`config.mk`:
```
export PLATFORM = sky130hd
export DESIGN_NAME = cache_set_directory
export DESIGN_NICKNAME = d
export VERILOG_FILES = /design/src/source/cache_pkg.sv /design/src/source/cache_set_directory.sv
export SDC_FILE = /design/constraint.sdc
export NUM_CORES = 2
export LEC_CHECK = 0
export BUFFER_PORTS_ARGS = -buffer_cell sky130_fd_sc_hd__buf_2
export CAP_MARGIN = 20
export CELL_PAD_IN_SITES_DETAIL_PLACEMENT = 1
export CELL_PAD_IN_SITES_GLOBAL_PLACEMENT = 1
export CORE_ASPECT_RATIO = 0.9
export CORE_MARGIN = 2
export CORE_UTILIZATION = 40
export DETAILED_ROUTE_END_ITERATION = 7
export PLACE_DENSITY_LB_ADDON = 0.12
export SLEW_MARGIN = 20
export SYNTH_ARGS = -nofsm -noshare
export SYNTH_HDL_FRONTEND = slang
export SYNTH_SLANG_ARGS = --single-unit
export TNS_END_PERCENT = 1
```
`constraint.sdc`:
```
create_clock -name clock_bus_i -period 10.3 [get_ports clock_bus_i]
set_clock_uncertainty 0.2 [all_clocks]
set_input_delay 1.545 -clock clock_bus_i [delete_from_list [all_inputs] [get_ports clock_bus_i]]
set_output_delay 1.545 -clock clock_bus_i [all_outputs]
set_load 0.02 [all_outputs]
```
`src/source/cache_pkg.sv`:
```
package cache_pkg;

	// address and storage geometry
	localparam int BW_WORD_ADDR    = 24;  // core word address
	localparam int BW_TAG          = 14;
	localparam int BW_GROUP        = 6;
	localparam int BW_WORD         = 4;   // word inside block
	localparam int N_GROUPS        = 64;
	localparam int N_WAYS          = 2;
	localparam int WORDS_PER_BLOCK = 16;

	// comm port
	localparam logic [31:0] CACHE_ID = 32'h2F1F_0C02;  // fifo, 2-way set assoc
	localparam int COMM_CNT_EN_BIT   = 24;              // counting enable in comm_i

	localparam logic [3:0] COMM_SEL_HIT_LO  = 4'd0;
	localparam logic [3:0] COMM_SEL_HIT_HI  = 4'd1;
	localparam logic [3:0] COMM_SEL_MISS_LO = 4'd2;
	localparam logic [3:0] COMM_SEL_MISS_HI = 4'd3;
	localparam logic [3:0] COMM_SEL_WB_LO   = 4'd4;
	localparam logic [3:0] COMM_SEL_WB_HI   = 4'd5;
	localparam logic [3:0] COMM_SEL_CYC_LO  = 4'd6;
	localparam logic [3:0] COMM_SEL_CYC_HI  = 4'd7;
	localparam logic [3:0] COMM_SEL_ID      = 4'd14;

	// vector types
	typedef logic [BW_WORD_ADDR-1:0] word_addr_t;  // {tag, group, word}
	typedef logic [BW_TAG-1:0]       tag_t;
	typedef logic [BW_GROUP-1:0]     group_t;
	typedef logic [BW_WORD-1:0]      word_off_t;
	typedef logic                    way_t;
	typedef logic [31:0]             data_t;
	typedef logic [10:0]             cache_addr_t; // {way, group, word}
	typedef logic [63:0]             counter_t;

	// directory -> controller
	typedef struct packed {
		logic hit;
		way_t hit_way;
		way_t victim_way;    // fifo pointer of the group
		tag_t victim_tag;
		logic victim_dirty;  // valid and dirty
	} dir_lookup_t;

	// controller -> directory, applied at the edge
	typedef struct packed {
		logic   fill;
		logic   mark_dirty;
		way_t   way;
		group_t group;
	} dir_update_t;

	typedef struct packed {
		logic hit;
		logic miss;
		logic writeback;
	} perf_event_t;

	typedef enum logic [2:0] {
		ST_LOOKUP,
		ST_RESPOND,
		ST_WRITE_BUF,
		ST_WB_REQ,
		ST_FETCH_REQ,
		ST_READ_BUF
	} ctrl_state_t;

endpackage

```
`src/source/cache_set_directory.sv`:
```
`timescale 1ns/100ps

module cache_set_directory
	import cache_pkg::*;
(
	input  logic        clock_bus_i,
	input  logic        reset_i,
	input  tag_t        tag_i,     // from core address
	input  group_t      group_i,
	input  dir_update_t update_i,
	output dir_lookup_t lookup_o
);

	tag_t tag_q [N_WAYS][N_GROUPS];         // tag store, no reset
	logic [N_WAYS-1:0][N_GROUPS-1:0] valid_q;
	logic [N_WAYS-1:0][N_GROUPS-1:0] dirty_q;
	logic [N_GROUPS-1:0] fifo_ptr_q;        // next way to replace

	logic [N_WAYS-1:0] hit_vec;
	way_t              vic_way;

	// ------------------------------------------------------------
	// lookup, both ways compared in parallel
	// ------------------------------------------------------------
	always_comb begin
		for (int w = 0; w < N_WAYS; w++) begin
			hit_vec[w] = valid_q[w][group_i] && (tag_q[w][group_i] == tag_i);
		end
	end

	assign vic_way = fifo_ptr_q[group_i];

	assign lookup_o.hit          = |hit_vec;
	assign lookup_o.hit_way      = hit_vec[1];                    // only two ways
	assign lookup_o.victim_way   = vic_way;
	assign lookup_o.victim_tag   = tag_q[vic_way][group_i];
	assign lookup_o.victim_dirty = valid_q[vic_way][group_i] && dirty_q[vic_way][group_i];

	// ------------------------------------------------------------
	// updates from the controller
	// ------------------------------------------------------------
	always_ff @(posedge clock_bus_i) begin
		if (update_i.fill) begin
			tag_q[update_i.way][update_i.group] <= tag_i;  // core holds missing address
		end
	end

	always_ff @(posedge clock_bus_i) begin
		if (!reset_i) begin
			valid_q    <= '0;
			dirty_q    <= '0;
			fifo_ptr_q <= '0;  // all groups start at way 0
		end else if (update_i.fill) begin
			valid_q[update_i.way][update_i.group] <= 1'b1;
			dirty_q[update_i.way][update_i.group] <= 1'b0;  // fresh block is clean
			fifo_ptr_q[update_i.group]            <= ~fifo_ptr_q[update_i.group];
		end else if (update_i.mark_dirty) begin
			dirty_q[update_i.way][update_i.group] <= 1'b1;
		end
	end

endmodule

```
# Yosys cells after proc, flatten, opt, wreduce, memory -nomap -nowiden
# Memories as Yosys holds them, arrays and structs flattened.
# Cells that the tools add are included.
dict set report word_totals {
  reg_bits 320
  ramBits 1792
  inputBits 31
  elab_cells 68
  memories 1
}
# name words width read_ports rd_clocked_by_memory_dff write_ports line
set mem_list {}
lappend mem_list {tag_q 2 896 3 0 1 cache_set_directory.sv:14} ;# tag_t tag_q [N_WAYS][N_GROUPS];
dict set report classes {
  order_cmp 9
  n_eq_ne 2
  mux 36
  n_bitwise 7
  reduce_logical 8
}
# cell n
set op_table {}
lappend op_table {{$mux W896} 1}
lappend op_table {{$mux W64} 5}
lappend op_table {{$mux W128} 2}
lappend op_table {{$or A128 B128 Y128} 2}
lappend op_table {{$bmux W14 S6} 3}
lappend op_table {{$and A128 B128 Y128} 1}
lappend op_table {{$not A128 Y128} 1}
lappend op_table {{$mux W14} 7}
lappend op_table {{$demux W14 S6} 1}
lappend op_table {{$bwmux W64} 1}
lappend op_table {{$demux W64 S1} 1}
lappend op_table {{$bmux W1 S6} 6}
lappend op_table {{$eq A14 B14 Y1} 2}
lappend op_table {{$ge A7 B7 Y1 const B} 2}
lappend op_table {{$lt A6 B7 Y1 const B} 2}
lappend op_table {{$not A6 Y7} 2}
lappend op_table {{$mux W1} 8}
lappend op_table {{$lt A7 B1 Y1 const B} 1}
lappend op_table {{$demux W1 S6} 1}
lappend op_table {{$ge A6 B1 Y1 const B} 1}
lappend op_table {{$logic_and A1 B1 Y1} 6}
lappend op_table {{$lt A1 B2 Y1 const B} 2}
lappend op_table {{$reduce_bool A2 Y1} 1}
lappend op_table {{$reduce_or A2 Y1} 1}
lappend op_table {{other kinds (2)} 2}

# Logic depth before layout (Yosys ltp)
dict set report logic_depth {
  depth_word 9
  depth_mapped 19
  ltp_nobuf 11
}

# Worst setup path after synthesis
# OpenSTA, ideal clock, no wires.
dict set report synth_timing {
  path_kind {input to output}
  start {input group_i[0]}
  end {output lookup_o[17] (netlist bit)}
  t_arrival_ns 5.179
  slack_ns 3.376
  stages 12
  cell_sequence {buf_6 > buf_6 > buf_6 > clkbuf_1 > buf_2 > mux4_2 > mux4_2 > mux4_2 > xnor2_1 > nand3_1 > nor4_1 > a41o_1}
}
# element line
set synth_lines {}
lappend synth_lines {{from (decl)} cache_set_directory.sv:9} ;# input group_t group_i,
lappend synth_lines {{to (decl)} cache_set_directory.sv:11} ;# output dir_lookup_t lookup_o

==> run summary <==
Type of the worst min-delay path: register to register
Fillcell total: 23,300
WS Path Type: primary input to primary output
Sw frac: 0.251
Cells after synthesis: 6,134
Syn_nets: 6,165
Vias in the first global route: 65,000
Clk buf depth: 4
ANT nets after route: 0
Routed len/inst: 41.9 µm
Worst Path Arrival: 7.74 ns
Ys async rst share: 0
GPL Wtd Cong: 0.885
Worst setup margin: 0.819 ns
Final hold viol count: 0
Status: completed
Post-DP HPWL: 250,000 µm
I/O pin cnt: 49
Clock slew seen by the registers of the worst setup and hold paths: 0.06 ns
Fin nets: 6,196
Final wirelength: 401,000 µm
Post-CTS Hold Buffers: 0
Post-CTS sizing: 0
Psw: 0.00496 W
Pwr dens: 178 nW/µm²
DRC viols: 0
Buffer type at the clock tree root: clkbuf_16
Post-synthesis cell area: 98,500 µm²
Clock latency on the worst-skew pair: 0.91 ns
Total GRT Usage: 0.317
Max-cap violations: 0
Pleak: 34.6 nW
Number of vias in the routed layout: 65,500
Sequential power share: 0.471
Peak supply drop: 0.000137 V
Final Total Pwr: 0.0198 W
Startpoint types: primary input
RR Startpoint: fifo_ptr_q[2]
CP Capture Type: primary output
Crit path from: group_i[0]
Sequential area share after synthesis: 0.611
Setup repair bufs after CTS: 0
Area added between synthesis and finish: 12.8%
DR iter-0 viols: 8,954
Final non-filler cell area: 111,000 µm²
First-pass GRT wire length: 550,000 µm
Largest net degree at the start of global routing: 134
Final min period: 9.48 ns
Global route overflow: 0
P_int: 0.0148 W
Post-synth EDFFs: 1,792
Comb pwr share: 0.107
Clk sinks: 2,112
H-tree Lvls: 4
Final setup TNS: 0 ns
Commonest cells after routing, fill and taps aside: edfxtp_1, mux4_2, nand2_1, dfxtp_1, buf_4
Slowest cell on crit path: a221oi_1
Slew of the pin with the lowest slew margin: 1.20 ns
Fmax: 105 MHz
Critical path required time: 8.56 ns
Layout cells sized above 1: 0.274
FP Rows: 172
Synth warnings: 0
Rel. slew slack: 0.195
Setup-failing EPs final: 0
Fin crit share: 0.921
Die width: 527 µm
Area occupied by multi-input gates: 36,500 µm²
Commonest non-fill, non-tap cell in the layout: edfxtp_1
Crit path cell chain: buf_8 -> mux4_2 -> o221ai_1 -> nand4_4 -> nor2_8 -> inv_16 -> buf_12 -> buf_4 -> mux4_2 -> mux2_2 -> a221oi_1 -> buf_4 -> o31a_1 -> a2111oi_2 -> buf_2
Die Y: 475 µm
Predominant post-synthesis flop cell: edfxtp_1
Initial Util: 0.403
I/O Buffers: 48
TritonCTS clock tree: built
Initial antenna violation count: 45
Vias per cell: 6.84
TritonRoute pass-1 iters: 6
Setup WS pre-CTS: 0.911 ns
Dpl cell area: 104,000 µm²
Yosys cell types: 78
RSZ-0062 raised after global routing: false
Area of the core: 244,000 µm²
Worst stage delay on the critical path: 1.00 ns
Pins over their slew limit: 0
Sequential cell area: 60,200 µm²
Yosys reg bits: 2,112
Clock share of power: 0.422
CP Max Fanout: 88
Mean Syn Cell Area: 16.1 µm²
CTS Buf Count: 234
Die ar.: 250,000 µm²
## worst paths after layout
kind / end / slack [ns] / cells past startpoint
hold reg to reg: register / 0.27 / 2
hold / removal: register / 0.27 / 2
setup reg to reg: fifo_ptr_q[47] / 7.39 / 8
setup / recovery: lookup_o[7] / 0.82 / 15
## cells in the mapped netlist (all sizes together) (4+ instances only)
cell | number | share of area
edfxtp | 1792 | 0.55
mux4 | 854 | 0.20
nand2 | 493 | 0.019
clkbuf | 350 | 0.013
dfxtp | 320 | 0.065
a21oi | 277 | 0.014
nand3 | 258 | 0.013
mux2i | 239 | 0.024
buf | 198 | 0.012
nor2 | 186 | 0.0073
a32oi | 172 | 0.015
o21ai | 149 | 0.0076
o21a | 129 | 0.0098
nor3b | 94 | 0.0072
nor3 | 64 | 0.0033
o21bai | 53 | 0.0040
o311a | 52 | 0.0053
o22ai | 49 | 0.0031
a221oi | 42 | 0.0037
a21boi | 35 | 0.0027
mux2 | 31 | 0.0035
o31a | 29 | 0.0026
nand4 | 24 | 0.0017
and3 | 21 | 0.0013
a311oi | 20 | 0.0018
a221o | 15 | 0.0015
xnor2 | 15 | 0.0013
a2111oi | 14 | 0.0021
a222oi | 14 | 0.0014
a41oi | 14 | 0.0012
nor2b | 14 | 0.00089
xor2 | 13 | 0.0012
nor4 | 11 | 0.00070
a22oi | 9 | 0.00069
a211oi | 7 | 0.00053
o31ai | 7 | 0.00053
a31oi | 6 | 0.00038
inv | 6 | 0.00025
and2 | 5 | 0.00032
nand3b | 4 | 0.00030
o211ai | 4 | 0.00041
or2 | 4 | 0.00025
## flip-flops by register name, indices dropped and copies added, names as in the netlist, named ones only
signal      cells
valid_q       128
tag_q        1792
fifo_ptr_q     64
## metrics by stage
step                      std cells  hold slack (ns)   util
final                          9579            0.270  0.454
after global routing           9572            0.299  0.454
after CTS                      9566            0.273  0.454
after detailed placement       9144            0.258  0.424
after global placement         9143            0.244  0.424
after floorplan                6134            0.228      -
## per-layer routing
layer  wire [µm]  global-route usage  vias to the layer above
met3       38600              0.0709                      698
met4       19000               0.129                       14
met5         114                   0                        -
met1      163000               0.444                    35800
met2      180000               0.481                     3598
li1            -                   -                    25500
## power by group through the flow
stage / combinational (W) / sequential, W / clock, W
CTS: 0.00210 / 0.00931 / 0.00845
global placement: 0.00207 / 0.00949 / 0
floorplan: 0.00124 / 0.00949 / 0
global route: 0.00220 / 0.00931 / 0.00876
finish: 0.00212 / 0.00931 / 0.00834
detailed placement: 0.00209 / 0.00950 / 0
## worst max-delay path, delay by kind of cell
kind | cells | cell delay, ns
AO/OA/AOI/OAI | 4 | 1.75
AND/OR/NAND/NOR | 2 | 1.03
buffers and inverters | 6 | 1.84
multiplexers | 3 | 1.30
## cells by family (layout without fill, tap and decap cells)
group           count (synthesis)  in the layout  synth area share
xor+xnor                       28             28           0.00249
compound gates               1121           1121            0.0810
other cells                     0              9                 0
buf+inv                       555            772            0.0255
mux                          1124           1124             0.223
simple gates                 1194           1194            0.0564
flops                        2112           2112             0.611
## layout make-up
type,instances,area share
inverters,7,0.000473
multi-input cells,3467,0.329
clock inverters,130,0.0107
repair buffers,343,0.0255
clock buffers,292,0.0563
flip-flops and latches,2112,0.542
well taps,3219,0.0363
diodes,9,0.000203
No activity file was read; power rests on OpenSTA's default activity.
