===== config.mk =====
export PLATFORM = sky130hd
export DESIGN_NAME = cache_controller
export DESIGN_NICKNAME = d
export VERILOG_FILES = /design/src/source/cache_pkg.sv /design/src/source/cache_controller.sv
export SDC_FILE = /design/constraint.sdc
export NUM_CORES = 1
export LEC_CHECK = 0
export BUFFER_PORTS_ARGS = -buffer_cell sky130_fd_sc_hd__buf_2
export CAP_MARGIN = 20
export CORE_AREA = 2 2 103 105
export CTS_BUF_LIST = sky130_fd_sc_hd__clkbuf_8 sky130_fd_sc_hd__clkbuf_16
export DETAILED_ROUTE_END_ITERATION = 12
export DIE_AREA = 0 0 105 107
export PLACE_DENSITY_LB_ADDON = 0.08
export SLEW_MARGIN = 30
export SYNTH_ARGS = -nofsm -noshare
export SYNTH_HDL_FRONTEND = slang
export SYNTH_SLANG_ARGS = --single-unit

===== constraint.sdc =====
create_clock -name clock_bus_i -period 3.6 [get_ports clock_bus_i]
set_input_delay 0.36 -clock clock_bus_i [delete_from_list [all_inputs] [get_ports clock_bus_i]]
set_output_delay 0.36 -clock clock_bus_i [all_outputs]
set_load 0.1 [all_outputs]

===== src/source/cache_pkg.sv =====
package cache_pkg;

	// address and storage geometry
	localparam int BW_WORD_ADDR    = 24;  // core word address
	localparam int BW_TAG          = 14;
	localparam int BW_GROUP        = 6;
	localparam int BW_WORD         = 4;   // word inside block
	localparam int N_GROUPS        = 64;
	localparam int N_WAYS          = 2;
	localparam int WORDS_PER_BLOCK = 16;

	// comm port
	localparam logic [31:0] CACHE_ID = 32'h2F1F_0C02;  // fifo, 2-way set assoc
	localparam int COMM_CNT_EN_BIT   = 24;              // counting enable in comm_i

	localparam logic [3:0] COMM_SEL_HIT_LO  = 4'd0;
	localparam logic [3:0] COMM_SEL_HIT_HI  = 4'd1;
	localparam logic [3:0] COMM_SEL_MISS_LO = 4'd2;
	localparam logic [3:0] COMM_SEL_MISS_HI = 4'd3;
	localparam logic [3:0] COMM_SEL_WB_LO   = 4'd4;
	localparam logic [3:0] COMM_SEL_WB_HI   = 4'd5;
	localparam logic [3:0] COMM_SEL_CYC_LO  = 4'd6;
	localparam logic [3:0] COMM_SEL_CYC_HI  = 4'd7;
	localparam logic [3:0] COMM_SEL_ID      = 4'd14;

	// vector types
	typedef logic [BW_WORD_ADDR-1:0] word_addr_t;  // {tag, group, word}
	typedef logic [BW_TAG-1:0]       tag_t;
	typedef logic [BW_GROUP-1:0]     group_t;
	typedef logic [BW_WORD-1:0]      word_off_t;
	typedef logic                    way_t;
	typedef logic [31:0]             data_t;
	typedef logic [10:0]             cache_addr_t; // {way, group, word}
	typedef logic [63:0]             counter_t;

	// directory -> controller
	typedef struct packed {
		logic hit;
		way_t hit_way;
		way_t victim_way;    // fifo pointer of the group
		tag_t victim_tag;
		logic victim_dirty;  // valid and dirty
	} dir_lookup_t;

	// controller -> directory, applied at the edge
	typedef struct packed {
		logic   fill;
		logic   mark_dirty;
		way_t   way;
		group_t group;
	} dir_update_t;

	typedef struct packed {
		logic hit;
		logic miss;
		logic writeback;
	} perf_event_t;

	typedef enum logic [2:0] {
		ST_LOOKUP,
		ST_RESPOND,
		ST_WRITE_BUF,
		ST_WB_REQ,
		ST_FETCH_REQ,
		ST_READ_BUF
	} ctrl_state_t;

endpackage


===== src/source/cache_controller.sv =====
`timescale 1ns/100ps

module cache_controller
	import cache_pkg::*;
(
	input  logic        clock_bus_i,
	input  logic        reset_i,
	input  logic        en_i,
	input  logic        core_req_i,
	input  logic        core_rw_i,
	input  word_addr_t  core_add_i,
	input  data_t       core_data_i,
	output logic        core_done_o,

	input  dir_lookup_t lookup_i,
	output dir_update_t update_o,

	output cache_addr_t ram_addr_o,
	output logic        ram_wren_o,
	output data_t       ram_data_o,
	input  data_t       ram_data_i,

	input  logic        ready_req_i,
	input  logic        ready_write_i,
	input  logic        ready_read_i,
	input  data_t       data_i,
	output logic        req_o,
	output logic        rw_o,
	output logic        write_o,
	output logic        read_o,
	output word_addr_t  add_o,
	output data_t       data_o,

	output perf_event_t perf_o
);

	ctrl_state_t state_q, state_d;
	word_off_t   cnt_q, cnt_d;       // words moved in current burst
	way_t        vic_way_q;          // latched on miss
	tag_t        vic_tag_q;
	logic        latch_victim;

	tag_t      req_tag;
	group_t    req_group;
	word_off_t req_word;
	logic      last_word;

	// core address fields, stable while request held
	assign req_tag   = core_add_i[BW_WORD_ADDR-1 -: BW_TAG];
	assign req_group = core_add_i[BW_WORD +: BW_GROUP];
	assign req_word  = core_add_i[BW_WORD-1:0];
	assign last_word = (cnt_q == word_off_t'(WORDS_PER_BLOCK - 1));

	// buffer side, address and payload always presented
	assign rw_o       = (state_q == ST_WB_REQ);  // write-back vs fetch
	assign add_o      = (state_q == ST_WB_REQ) ? {vic_tag_q, req_group, word_off_t'(0)}
	                                           : {req_tag, req_group, word_off_t'(0)};
	assign data_o     = ram_data_i;              // victim word, one ahead
	assign core_done_o = en_i && (state_q == ST_RESPOND);

	// ------------------------------------------------------------
	// next state and strokes
	// ------------------------------------------------------------
	always_comb begin
		state_d      = state_q;
		cnt_d        = cnt_q;
		latch_victim = 1'b0;
		req_o        = 1'b0;
		write_o      = 1'b0;
		read_o       = 1'b0;
		ram_addr_o   = {vic_way_q, req_group, cnt_q};
		ram_wren_o   = 1'b0;
		ram_data_o   = data_i;
		update_o     = '{fill: 1'b0, mark_dirty: 1'b0, way: vic_way_q, group: req_group};
		perf_o       = '0;

		case (state_q)
			ST_LOOKUP: begin
				if (lookup_i.hit) begin
					ram_addr_o = {lookup_i.hit_way, req_group, req_word};
				end else begin
					ram_addr_o = {lookup_i.victim_way, req_group, word_off_t'(0)};  // prefetch word 0
				end
				if (en_i && core_req_i) begin
					if (lookup_i.hit) begin
						ram_wren_o          = core_rw_i;
						ram_data_o          = core_data_i;
						update_o.mark_dirty = core_rw_i;
						update_o.way        = lookup_i.hit_way;
						perf_o.hit          = 1'b1;
						state_d             = ST_RESPOND;
					end else begin
						latch_victim = 1'b1;
						perf_o.miss  = 1'b1;
						cnt_d        = '0;
						state_d      = lookup_i.victim_dirty ? ST_WRITE_BUF : ST_FETCH_REQ;
					end
				end
			end

			ST_RESPOND: begin
				ram_addr_o = {lookup_i.hit_way, req_group, req_word};  // read word held while frozen
				if (en_i) state_d = ST_LOOKUP;  // core_req_i ignored here
			end

			// stream victim out, ram read runs one word ahead
			ST_WRITE_BUF: begin
				if (en_i && ready_write_i) begin
					write_o    = 1'b1;
					ram_addr_o = {vic_way_q, req_group, cnt_q + 1'b1};
					cnt_d      = cnt_q + 1'b1;
					if (last_word) state_d = ST_WB_REQ;
				end
			end

			ST_WB_REQ: begin
				if (en_i && ready_req_i) begin
					req_o            = 1'b1;
					perf_o.writeback = 1'b1;
					state_d          = ST_FETCH_REQ;
				end
			end

			ST_FETCH_REQ: begin
				if (en_i && ready_req_i) begin
					req_o   = 1'b1;
					cnt_d   = '0;
					state_d = ST_READ_BUF;
				end
			end

			// refill victim way, fill directory on the last word
			ST_READ_BUF: begin
				if (en_i && ready_read_i) begin
					read_o     = 1'b1;
					ram_wren_o = 1'b1;
					cnt_d      = cnt_q + 1'b1;
					if (last_word) begin
						update_o.fill = 1'b1;
						state_d       = ST_LOOKUP;  // retry hits
					end
				end
			end

			default: state_d = ST_LOOKUP;
		endcase
	end

	// ------------------------------------------------------------
	// registers
	// ------------------------------------------------------------
	always_ff @(posedge clock_bus_i) begin
		if (!reset_i) begin
			state_q <= ST_LOOKUP;
			cnt_q   <= '0;
		end else begin
			state_q <= state_d;
			cnt_q   <= cnt_d;
		end
	end

	always_ff @(posedge clock_bus_i) begin
		if (latch_victim) begin
			vic_way_q <= lookup_i.victim_way;
			vic_tag_q <= lookup_i.victim_tag;  // for write-back address
		end
	end

endmodule


* Word-level counts from Yosys, hierarchy flattened
Index checks and enable logic that the tools add are counted.
** Storage, ports and cells
- Flip-flop bits (word level) :: 22
- Latch bits :: 0
- RAM bits :: 0
- Memory bits (read-only) :: 0
- Bits of input ports :: 146
- Memories kept :: 0
** Operators by class
- $add $sub $neg :: 1
- $mul :: 0
- Divide/modulo/power cells :: 0
- Order comparisons :: 0
- Eq/ne operators :: 15
- Shift-type cells :: 0
- Mux-type cells :: 46
- Bitwise gates (word level) :: 0
- Reduce and logical (&&, ||, !) cells :: 10
** Operator list (number)
- $mux 32 :: 3
- $pmux 11 s3 :: 1
- $mux 3 :: 10
- $mux 24 :: 1
- $mux 4 :: 6
- $pmux 3 s6 :: 1
- $mux 1 :: 16
- $ne 2x2->1 const B :: 8
- $pmux 4 s4 :: 1
- $mux 11 :: 1
- $mux 2 :: 5
- $reduce_and 8->1 :: 1
- $eq 3x2->1 const B :: 2
- $eq 3x3->1 const B :: 2
- $reduce_and 6->1 :: 1
- $logic_and 1x1->1 :: 5
- $add 4x1->4 const B :: 1
- $eq 4x4->1 const B :: 1
- $reduce_bool 4->1 :: 1
- $eq 3x1->1 const B :: 1
- $logic_not 3->1 :: 1
- $ne 2x1->1 const B :: 1
- $pmux 1 s2 :: 1
- $reduce_or 2->1 :: 1

* Depth between registers and ports, before layout
- Depth after elaboration :: 4
- Depth in mapped cells :: 8
- Mapped depth without buffers :: 6

* Worst setup path after synthesis
Ideal clock, no wire load.
- Path kind :: register to output
- Start point :: reg state_q[1]
- End point :: out ram_wren_o
- Arrival time :: 3038 ps
- Data required time :: 3240 ps
- Path slack :: 202 ps
- Stages on the path, launching flop included :: 6
- Buffers on the path :: 1
- Cells stage by stage :: dfxtp_1 buf_6 nor2b_1 and3_1 nand2_1 o21ai_0
** On the way
- Longest elaborated chain between the ends :: 2
- Elaborated cells on any way between the ends :: 3
- Classes of those cells :: eq/ne: 1; mux: 1; reduce/logical: 1
** RTL lines
- from (decl) :: RTL line cache_controller.sv:37 : ctrl_state_t state_q, state_d;
- from (signal assigned) :: RTL line cache_controller.sv:157 : state_q <= state_d;
- $eq 3x3->1 or $logic_not 3->1 (tied branches) :: RTL line cache_controller.sv:77 : case (state_q)
- $pmux 1 s2 * :: RTL line cache_controller.sv:77
- to (decl) :: RTL line cache_controller.sv:19 : output logic ram_wren_o,
Mark *: on every way between the ends. The rest lies on a longest branch, timed or not.

* Worst setup path after layout
- Start point :: reg state_q[1]
- End point :: out ram_data_o[9]
** On the way
- Longest elaborated chain between the ends :: 2
** RTL lines
- $logic_not 3->1 :: RTL line cache_controller.sv:77
- $mux 32 :: RTL line cache_controller.sv:77
- to (decl) :: RTL line cache_controller.sv:20 : output data_t ram_data_o,
Every way passes these cells.

==> flow_summary.yaml <==
outcome:
  status: "finished clean"
setup_path:
  crit_path_start_kind: "flip-flop"
  cp.arrival_ns: 2.42
  required_ns: 3.24
  r2r-start: "cnt_q[0]$_SDFFE_PN0P_"
  ff2ff_setup_slack_ns: 1.65
  r2r_cells: 6
  path_max_fanout: 35
  end_kind: "output pin"
  reg2reg_to: "state_q[1]$_SDFFE_PN0P_"
  path_class: "flip-flop to output pin"
global_routing:
  globalRouteMet1Util: 0.136
  antenna_found_initial: 0
  use_met3: 0.0322
  busiest_layer: "met2"
  grt_pass1_vias: 2300
  grt_pass1_wl_um: 11300
  grt_usage: 0.125
  grt_use_met2: 0.223
  grt_overflow: 0
  grt_max_degree: 36
cts:
  cts.repair.resized: 0
  cts_tree: "built"
  post_cts_buffers: 0
  cts_sinks: 22
  clockBufferDepth: 2
  cts_hold_buf: 0
  path_clk_slew_ns: 0.09
  cts_max_level: 1
  cts_made_buffers: 3
  clk_latency_ns: 0.27
  cts_root_buf: "clkbuf_8"
logic_synthesis:
  ys_seq_area_frac: 0.268
  synth_edf_count: 15
  syn_avg_cell_area_um2: 6.79
  synth_cell_type_count: 46
  synth-seq-cells: 22
  synthCells: 325
  synth-async-reset-ratio: 0
  ys_warn_count: 0
  synth.cell_area_um2: 2210
  synth_flop_cell: "edfxtp_1"
final_layout:
  syn_to_final_growth_pct: 29.5
  drive_gt1_frac: 0.427
  seqCellArea_um2: 591
  nNetsFinal: 586
  n_antenna_cell: 0
  mostFrequentLayoutCell: "buf_2"
  fin_area_um2: 2860
  multi_input_area_um2: 1110
  mostFrequentLayoutCells: "buf_2 (170), nand2_1 (149), edfxtp_1 (15)"
  fill_cells: 1147
  fin_cells: 574
  final_core_util: 0.283
power:
  power_mw: 1.13
  p_per_area_nw_per_um2: 395
  peakVddDrop_v: 0.000139
  p_leak_nw: 1.59
drt:
  avgRoutedWirePerCell_um: 12.9
  drcViolationCount: 0
  dr.pass1.iters: 4
  dr_total_vias: 2367
  wl_um: 7410
  viasPerCell: 4.12
  drtIter0Drc: 126
  drtAntennaViolNets: 0
placement:
  postPlaceCellArea_um2: 2790
  dp_slack_ns: 1.12
  gp_congestion: 0.806
  numPortBuffers: 170
  dp.cells: 570
  hpwlAfterDp_um: 5870
timing:
  holdWs_ns: 0.262
  fin_setup_tns_ns: 0
  hold_viol: 0
  setup_ws_ns: 0.822
  finalCritPeriodShare: 0.772
  drv_slew: 0
  max_freq_mhz: 360
  worst_pin_slew_ns: 0.605
  fin_worst_skew_ns: 0.00286
  setup_viol: 0
  rsz0062_at_grt: "false"
  max_slew_margin: 0.594
  finalCriticalPeriod_ns: 2.78
worst_hold_path:
  hold_path_depth: 1
  worstHoldStart: "lookup_i[9]"
  whs_endpoint: "vic_tag_q[8]$_DFFE_PP_"
  hold_class: "primary input to flip-flop"
floorplanning:
  die_y_um: 107
  num_rows: 37
  die_area_um2: 11200
  die_x_um: 105
  core_area_um2: 10100
  io-pin-count: 263
  initial_core_util: 0.219
run:
  maxCapViolations: 0
## sequential cells by signal, summed over array words and instances (netlist names)
| name | cells |
|---|---|
| cnt_q | 4 |
| state_q | 3 |
| vic_tag_q | 14 |
| vic_way_q | 1 |
## per-layer routing
layer	vias up	routed length [um]
met2	124	3510
met1	1009	2970
met3	26	640
li1	1208	-
met5	-	0
met4	0	293
## power by group
group	switching, mW	total [mW]	internal, mW
combinational	0.491	0.606	0.116
clock	0.0888	0.237	0.149
sequential	0.00799	0.287	0.279
total	0.588	1.13	0.543
## logic make-up (layout without fill, tap and decap cells)
| kind of cell | Yosys count | after routing | synth area share |
|---|---|---|---|
| and+or+nand+nor | 189 | 189 | 0.359 |
| muxes | 4 | 4 | 0.0181 |
| xor gates and xnor gates | 1 | 1 | 0.00397 |
| AOI/OAI and AO/OA | 29 | 29 | 0.108 |
| other | 1 | 4 | 0.00170 |
| adders and majority gates | 1 | 1 | 0.00567 |
| buffers and inverters | 78 | 188 | 0.236 |
| DFF | 22 | 22 | 0.268 |
## worst max-delay path by stage
| stage | startpoint | endpoint | slack, ns | cells after the start |
|---|---|---|---|---|
| after floorplan | state_q[1]$_SDFFE_PN0P_ | ram_wren_o | 0.20 | 5 |
| after global placement | state_q[1]$_SDFFE_PN0P_ | ram_data_o[9] | 1.09 | 7 |
| after detailed placement | state_q[1]$_SDFFE_PN0P_ | ram_data_o[9] | 1.12 | 7 |
| after CTS | state_q[1]$_SDFFE_PN0P_ | ram_data_o[9] | 0.79 | 7 |
| after global routing | state_q[1]$_SDFFE_PN0P_ | ram_data_o[20] | 0.59 | 7 |
| final | state_q[1]$_SDFFE_PN0P_ | ram_data_o[9] | 0.82 | 7 |
## critical path: stages (launching register included)
cell and delay, ns:
dfxtp_1 0.71, nor2b_1 0.16, and3_1 0.21, nand2_1 0.10, buf_4 0.34, nand2_1 0.12, nand2_1 0.07, buf_2 0.41
## Yosys cell counts, drive strengths merged, types with 2 or more instances
cell type / instances / area, um2
a21oi: 4 / 20.0
o221a: 2 / 22.5
inv: 10 / 40.1
mux2i: 4 / 40.0
edfxtp: 15 / 450
nand2: 149 / 559
nand3b: 2 / 15.0
nor3: 3 / 15.0
clkbuf: 4 / 15.0
and2: 2 / 12.5
dfxtp: 7 / 140
nand3: 3 / 15.0
nor2: 12 / 45.0
o21ai: 11 / 55.1
nor2b: 10 / 70.1
a31o: 2 / 26.3
buf: 64 / 467
nor4: 2 / 18.8
## cell type report
cell class	count	share of cell area
Clock inverter	1	0.0105
Tap cell	136	0.0595
Sequential cell	22	0.207
Inverter	10	0.0140
Multi-Input combinational cell	228	0.387
Clock buffer	3	0.0144
Timing Repair Buffer	174	0.308
(Power assumes the default switching activity.)
